$ cat src/rtl/error_checker_defines.svh
`ifndef ERROR_CHECKER_DEFINES_SVH
`define ERROR_CHECKER_DEFINES_SVH

// lanes per input word
`define EC_LANES 4

// residual and channel tap precision
`define EC_ERR_W 8
`define EC_TAP_W 6
`define EC_TAPS 2

// error event shapes
`define EC_PATTERN_DEPTH 2
`define EC_NUM_PATTERNS 2

// window covers the pattern plus the channel tail
`define EC_SEQ_LEN 3

`define EC_ENER_W 20
// hypothesis 0 plus one per pattern
`define EC_FLAG_W 2
`define EC_COUNT_W 16

`endif

$ cat src/rtl/error_checker_pkg.sv
`include "error_checker_defines.svh"

package error_checker_pkg;

    typedef logic signed [`EC_ERR_W-1:0] err_t;
    typedef logic signed [`EC_TAP_W-1:0] tap_t;
    typedef logic [`EC_ENER_W-1:0] energy_t;

    // 0 means no error, p means flip pattern p
    typedef logic [`EC_FLAG_W-1:0] flag_t;

    // lane 0 is the oldest sample
    typedef logic [`EC_LANES-1:0] bits_word_t;
    typedef err_t [`EC_LANES-1:0] err_word_t;
    typedef tap_t [`EC_TAPS-1:0] tap_vec_t;
    typedef energy_t [`EC_LANES-1:0] energy_word_t;
    typedef flag_t [`EC_LANES-1:0] flag_word_t;

    // bit j set means symbol j of the event is flipped
    typedef logic [`EC_PATTERN_DEPTH-1:0] pattern_t;
    typedef pattern_t [`EC_NUM_PATTERNS:0] pattern_tab_t;

    // entry 0 flips nothing, 1 is a single error, 2 a double error
    localparam pattern_tab_t flip_patterns = {
        2'b11,
        2'b01,
        2'b00
    };

endpackage

$ cat src/rtl/error_energy_calc.sv
`timescale 1ns/1ns
`include "error_checker_defines.svh"

module error_energy_calc
    import error_checker_pkg::*;
(
    input  logic         clk,
    input  logic         rst,
    input  logic         calc_en,
    input  bits_word_t   prev_bits,
    input  bits_word_t   cur_bits,
    input  err_word_t    prev_err,
    input  err_word_t    cur_err,
    input  tap_vec_t     taps,
    output energy_word_t energies [`EC_NUM_PATTERNS+1],
    output bits_word_t   eval_bits,
    output err_word_t    eval_err
);

    localparam int FLAT_LEN = 2 * `EC_LANES;
    localparam int NUM_HYP  = `EC_NUM_PATTERNS + 1;
    // room for the residual plus two doubled taps
    localparam int CORR_W   = `EC_ERR_W + 3;
    localparam int SQ_W     = 2 * CORR_W;

    logic [FLAT_LEN-1:0] flat_bits;
    err_t                flat_err [FLAT_LEN];
    energy_word_t        ener_d   [NUM_HYP];

    // previous word first, then the one just arriving
    assign flat_bits = {cur_bits, prev_bits};

    always_comb begin
        for (int n = 0; n < `EC_LANES; n++) begin
            flat_err[n]             = prev_err[n];
            flat_err[n + `EC_LANES] = cur_err[n];
        end
    end

    always_comb begin : energy_comb
        logic signed [CORR_W-1:0] corr [`EC_SEQ_LEN];
        logic signed [SQ_W-1:0]   sq;
        energy_t                  acc;

        for (int p = 0; p < NUM_HYP; p++) begin
            for (int k = 0; k < `EC_LANES; k++) begin
                for (int j = 0; j < `EC_SEQ_LEN; j++) begin
                    corr[j] = CORR_W'(flat_err[k + j]);
                end
                // flipping s = 2b-1 gives delta = -2s, so e' = e + 2*tap*s
                for (int m = 0; m < `EC_PATTERN_DEPTH; m++) begin
                    for (int t = 0; t < `EC_TAPS; t++) begin
                        if (flip_patterns[p][m]) begin
                            if (flat_bits[k + m]) begin
                                corr[m + t] = corr[m + t] + (CORR_W'(taps[t]) <<< 1);
                            end else begin
                                corr[m + t] = corr[m + t] - (CORR_W'(taps[t]) <<< 1);
                            end
                        end
                    end
                end
                acc = '0;
                for (int j = 0; j < `EC_SEQ_LEN; j++) begin
                    sq  = corr[j] * corr[j];
                    acc = acc + energy_t'($unsigned(sq));
                end
                ener_d[p][k] = acc;
            end
        end
    end

    always_ff @(posedge clk) begin
        if (rst) begin
            for (int p = 0; p < NUM_HYP; p++) begin
                energies[p] <= '0;
            end
        end else if (calc_en) begin
            energies <= ener_d;
        end
    end

    // word under test travels with its energies
    always_ff @(posedge clk) begin
        if (calc_en) begin
            eval_bits <= prev_bits;
            eval_err  <= prev_err;
        end
    end

endmodule

$ cat config.mk
export PLATFORM = sky130hd
export DESIGN_NAME = error_energy_calc
export DESIGN_NICKNAME = d
export VERILOG_FILES = /design/src/rtl/error_checker_pkg.sv /design/src/rtl/error_energy_calc.sv
export VERILOG_INCLUDE_DIRS = /design/src /design/src/rtl
export SDC_FILE = /design/constraint.sdc
export NUM_CORES = 2
export LEC_CHECK = 0
export BUFFER_PORTS_ARGS = -buffer_cell sky130_fd_sc_hd__buf_2
export CAP_MARGIN = 20
export CORE_MARGIN = 2
export CORE_UTILIZATION = 38
export CTS_BUF_LIST = sky130_fd_sc_hd__clkbuf_2 sky130_fd_sc_hd__clkbuf_4 sky130_fd_sc_hd__clkbuf_8
export CTS_CLUSTER_DIAMETER = 200
export DETAILED_ROUTE_END_ITERATION = 6
export PLACE_DENSITY = 0.56
export SLEW_MARGIN = 20
export SYNTH_ARGS = -nofsm -noshare
export SYNTH_HDL_FRONTEND = slang
export SYNTH_SLANG_ARGS = --single-unit
$ cat constraint.sdc
create_clock -name clk -period 39.2 [get_ports clk]
set_input_delay 7.84 -clock clk [delete_from_list [all_inputs] [get_ports clk]]
set_output_delay 7.84 -clock clk [all_outputs]
set_load 0.01 [all_outputs]
* Word-level counts from Yosys, hierarchy flattened
Cells that the tools add are included.
** Storage, ports and cells
- Register bits after elaboration :: 276
- Bits of input ports :: 87
- Logic and storage cells :: 99
** Operators by class
- Add/subtract/negate cells :: 50
- $mul :: 19
- Multiplexer cells :: 13
** Operator list (count)
- 20-bit adder :: 24
- 11-bit by 11-bit multiplier with 20-bit output :: 13
- 11-bit two-way mux :: 13
- 8-bit by 8-bit multiplier with 16-bit output :: 6
- 8-bit by 7-bit adder with 9-bit output :: 9
- 8-bit by 7-bit subtractor with 9-bit output :: 9
- 11-bit by 7-bit adder with 11-bit output :: 4
- 11-bit by 7-bit subtractor with 11-bit output :: 4

* Longest topological paths before layout
- Depth in word-level cells :: 7
- Depth in mapped cells :: 50
- Mapped depth without buffers :: 50

* Least setup slack after synthesis
No wires, ideal clock.
- Path kind :: input to register
- From :: input port prev_bits[3]
- To :: register energies[77] in the netlist's numbering
- Setup time :: 0.128 ns
- Arrival time :: 19.038 ns
- Required time :: 39.072 ns
- Path slack :: 20.035 ns
- Stages :: 48
- Path buffers :: 2
- Path through :: clkbuf_1 -> clkbuf_1 -> nor2_1 -> xor2_1 -> ha_1 -> a21oi_1 -> nand2_1 -> a21o_1 -> a21o_1 -> a31oi_1 -> xor2_1 -> clkinv_1 -> nand2_1 -> inv_1 -> fa_1 -> inv_1 -> fa_1 -> inv_1 -> [12 not listed] -> ha_1 -> fa_1 -> fa_1 -> inv_1 -> fa_1 -> fa_1 -> inv_1 -> fa_1 -> inv_1 -> fa_1 -> inv_1 -> ha_1 -> or4_1 -> o211ai_1 -> nor2b_1 -> xnor2_1 -> mux2i_1 -> nor2_1
** Between the ends
- Cells in the longest elaborated chain, start to end :: 6
- Elaborated cells on any way between the ends :: 9
- Those cells by class :: add/sub (4); mul (2); mux (3)
** Ends and longest elaborated chain
- start, declared :: RTL line error_energy_calc.sv:10 : input bits_word_t prev_bits,
- 11-bit two-way mux :: RTL line error_energy_calc.sv:54 : if (flat_bits[k + m]) begin
- 11-bit by 7-bit subtractor with 11-bit output or 11-bit by 7-bit adder with 11-bit output (tied branches) :: RTL line error_energy_calc.sv:57, error_energy_calc.sv:55
- 11-bit two-way mux :: RTL line error_energy_calc.sv:54
- 11-bit by 11-bit multiplier with 20-bit output :: RTL line error_energy_calc.sv:64 : sq = corr[j] * corr[j];
- 20-bit adder (*) (2 in a row) :: RTL line error_energy_calc.sv:65 : acc = acc + energy_t'($unsigned(sq));
- end signal, assigned :: RTL line error_energy_calc.sv:78 : energies <= ener_d;
- end, declared :: RTL line error_energy_calc.sv:15 : output energy_word_t energies [`EC_NUM_PATTERNS+1],
Mark *: on every way between the ends. The rest lies on a longest branch, timed or not.
A chain may end at the register's enable or synchronous reset.

* Final worst setup path
- From :: input port taps[0] in the netlist's numbering
- To :: register energies[78] in the netlist's numbering
** Between the ends
- Cells in the longest elaborated chain, start to end :: 5
- Elaborated cells on any way between the ends :: 10
- Those cells by class :: add/sub (6); mul (2); mux (2)
** Ends and longest elaborated chain
- start, declared :: RTL line error_energy_calc.sv:14 : input tap_vec_t taps,
- 11-bit by 7-bit subtractor with 11-bit output, or another cell as far along :: RTL line error_energy_calc.sv:57 : corr[m + t] = corr[m + t] - (CORR_W'(taps[t]) <<< 1);
- 11-bit two-way mux :: RTL line error_energy_calc.sv:54
- 11-bit by 11-bit multiplier with 20-bit output :: RTL line error_energy_calc.sv:64
- 20-bit adder (*) (2 in a row) :: RTL line error_energy_calc.sv:65
Marks and branches as above.

==> results.py <==
metrics = {
    "status": {
        "status": "completed",
    },
    "floorplan": {
        "die_area_sq_um": 225200,
        "dieWidth_um": 474.6,
        "io_pins": 363,
        "core-area_sq_um": 219900,
        "die_h_um": 474.6,
        "start_util_pct": 38.26,
        "rows": 172,
    },
    "sta": {
        "finalCriticalPeriod_ns": 20.87,
        "finalSetupTns_ns": 0,
        "hold_viol_final": 0,
        "finalMaxSlewViolations": 0,
        "slew_headroom_pct": 21.43,
        "fmax_ghz": 0.04792,
        "fin_crit_sh_pct": 53.24,
        "clock_skew_ns": 0,
        "setup_viol": 0,
        "worstMarginPinSlew_ns": 1.170,
        "rsz0062_at_grt": "no",
    },
    "worst_setup_path": {
        "slowest_stage": "xor2_1",
        "crit_arrival_ns": 21.57,
        "critPathMaxFanout": 11,
        "critical_path_class": "input pin to flip-flop",
        "slowest_delay_ns": 0.75,
        "r2r_cells": 2,
        "endpoint_kind": "flip-flop",
        "worstSetupStartpointType": "input pin",
        "crit_top_cell": "fa_1",
        "cp.required_ns": 39.90,
    },
    "clocking": {
        "clk_path_buf_depth": 3,
        "hold_buffers": 0,
        "ctsResizeCount": 0,
        "cts_sinks": 260,
        "htree_levels": 2,
        "cts_setup_buffers": 0,
        "cts_buffers": 55,
        "cts_tree": "done",
        "root_buffer": "clkbuf_8",
        "insertion_delay_ns": 0.79,
        "clkTransAtPathRegs_ns": 0.06,
    },
    "place": {
        "hpwl_um": 207800,
        "dpl_cell_area_sq_um": 89400,
        "gp_congestion": 0.9105,
        "io_buffers": 343,
    },
    "yosys": {
        "yosys.area.top_type": "fa_1",
        "synth_area_sq_um": 84140,
        "yosys_warnings": 0,
        "synthDistinctLibCells": 88,
        "synth_top_family_by_area": "adder cells",
        "synthAdderAreaFrac_pct": 55.73,
        "syn_area_per_cell_sq_um": 9.176,
        "synth_commonest_cells": "inv_1 (2504), fa_1 (1752), ha_1 (945)",
        "synth_xor_xnor_area_share_pct": 6.773,
        "yosysMostFrequentCell": "inv_1",
        "synth_seq_area_share_pct": 6.614,
        "netlist_instances": 9170,
        "synth_top_cell_area_share_pct": 41.68,
        "synth_compound_area_share_pct": 6.672,
        "synth-edff-count": 36,
        "syn_nets": 11950,
        "ys_async_sr_fraction_pct": 0,
        "synth_flop_cell": "dfxtp_1",
        "synth-seq-cells": 260,
        "synthSimpleGateAreaFrac_pct": 10.11,
        "synth.area.mux_share_pct": 1.836,
        "ys_top_cells_by_area": "fa_1 (42%), ha_1 (14%), inv_1 (11%), dfxtp_1 (5.3%), xnor2_1 (4.5%)",
    },
    "routing": {
        "ant_nets": 0,
        "drt_wl_total_um": 238100,
        "vias": 60260,
        "wl_per_cell_um": 19.07,
        "drc_errors": 0,
        "vias_per_cell": 4.827,
        "drtIter0Drc": 3234,
        "first_pass_iters": 6,
    },
    "cells_and_area": {
        "fin_area_sq_um": 90700,
        "drive_gt1_share_pct": 6.445,
        "syn_to_final_growth_pct": 7.787,
        "num-nets-final": 12250,
    },
    "global_routing": {
        "grtUsageTotal_pct": 21.62,
        "grt_pass1_wl_um": 371000,
        "antenna_found_initial": 32,
        "overflow": 0,
        "grt_max_degree": 128,
        "first_global_vias": 64260,
    },
    "worst_hold_path": {
        "hold_path_depth": 2,
        "worstHoldPathType": "flip-flop to flip-flop",
    },
    "run": {
        "drv_cap": 0,
    },
}
layer usage:
layer / track usage [%] / wire, um / part of all wire (%) / vias to the layer above
met3: 2.659 / 10640 / 4.5 / 284
met2: 37.20 / 117200 / 49 / 1159
li1: - / - / - / 28200
met5: 0 / 44 / 0.018 / -
met1: 27.59 / 99690 / 42 / 30610
met4: 8.423 / 10450 / 4.4 / 8
area by class of cell:
cell class              instances  area [sq um]
fillers                     21960        129200
multi-input cells            6207         68360
inverters                    2521          9465
flip-flops and latches        260          5565
well taps                    2958          3701
repair buffers                420          2327
clock buffers                  83          1042
clock inverters                20         202.7
diodes                         14         35.03
critical path: cells and delay by family:
kind / cells / cell delay [ns]
xor+xnor: 2 / 1.16
simple gates: 9 / 1.67
fa+ha+maj: 16 / 7.22
compound gates: 8 / 1.69
buf+inv: 14 / 1.90
path summary, 6_finish.rpt:
kind	from	to	slack, ns
worst max-delay path	taps[0]	energies[78]$_SDFFE_PP0P_	18.33
worst min-delay path	energies[58]$_SDFFE_PP0P_	energies[58]$_SDFFE_PP0P_	0.45
worst max register to register	energies[6]$_SDFFE_PP0P_	energies[6]$_SDFFE_PP0P_	38.32
worst min register to register	energies[58]$_SDFFE_PP0P_	energies[58]$_SDFFE_PP0P_	0.45
cell families after synthesis:
logic type               after synthesis
adder cells (fa/ha/maj)             2697
AO/OA/AOI/OAI                        872
buffers and inverters               2703
XOR/XNOR                             626
multiplexers                         151
AND/OR/NAND/NOR                     1861
flip-flops                           260
per-stage QoR:
step                hold slack (ns)  utilization (%)  cells  setup slack, ns
floorplan                    0.4720                -   9170            20.03
global placement             0.4372            40.64  12370            17.51
detailed placement           0.4395            40.65  12370            17.49
CTS                          0.4557            41.21  12470            18.34
global route                 0.4877            41.23  12480            17.49
finish                       0.4468            41.24  12480            18.33
sequential cells by signal (all words and copies together), names as in the netlist:
| name | count |
|---|---|
| eval_bits | 4 |
| eval_err | 32 |
| energies | 224 |
placed cells by master (no fill, tap or decap), types with 60 or more instances in the layout:
cell	instances
dfxtp_1	224
xnor2_1	425
o21ai_0	152
buf_2	341
nor2b_1	91
o21bai_1	70
mux2i_1	133
xor2_1	174
a21o_1	105
a21oi_1	292
nand2_1	591
inv_1	2504
nor3_1	81
clkbuf_8	67
nor2_1	612
nand2b_1	66
and2_1	234
ha_1	945
buf_4	76
fa_1	1752
nand3_1	60
Power is left out: the tool's default activity adds up to more than one toggle a clock period on the data nets, which glitch-free logic cannot reach.
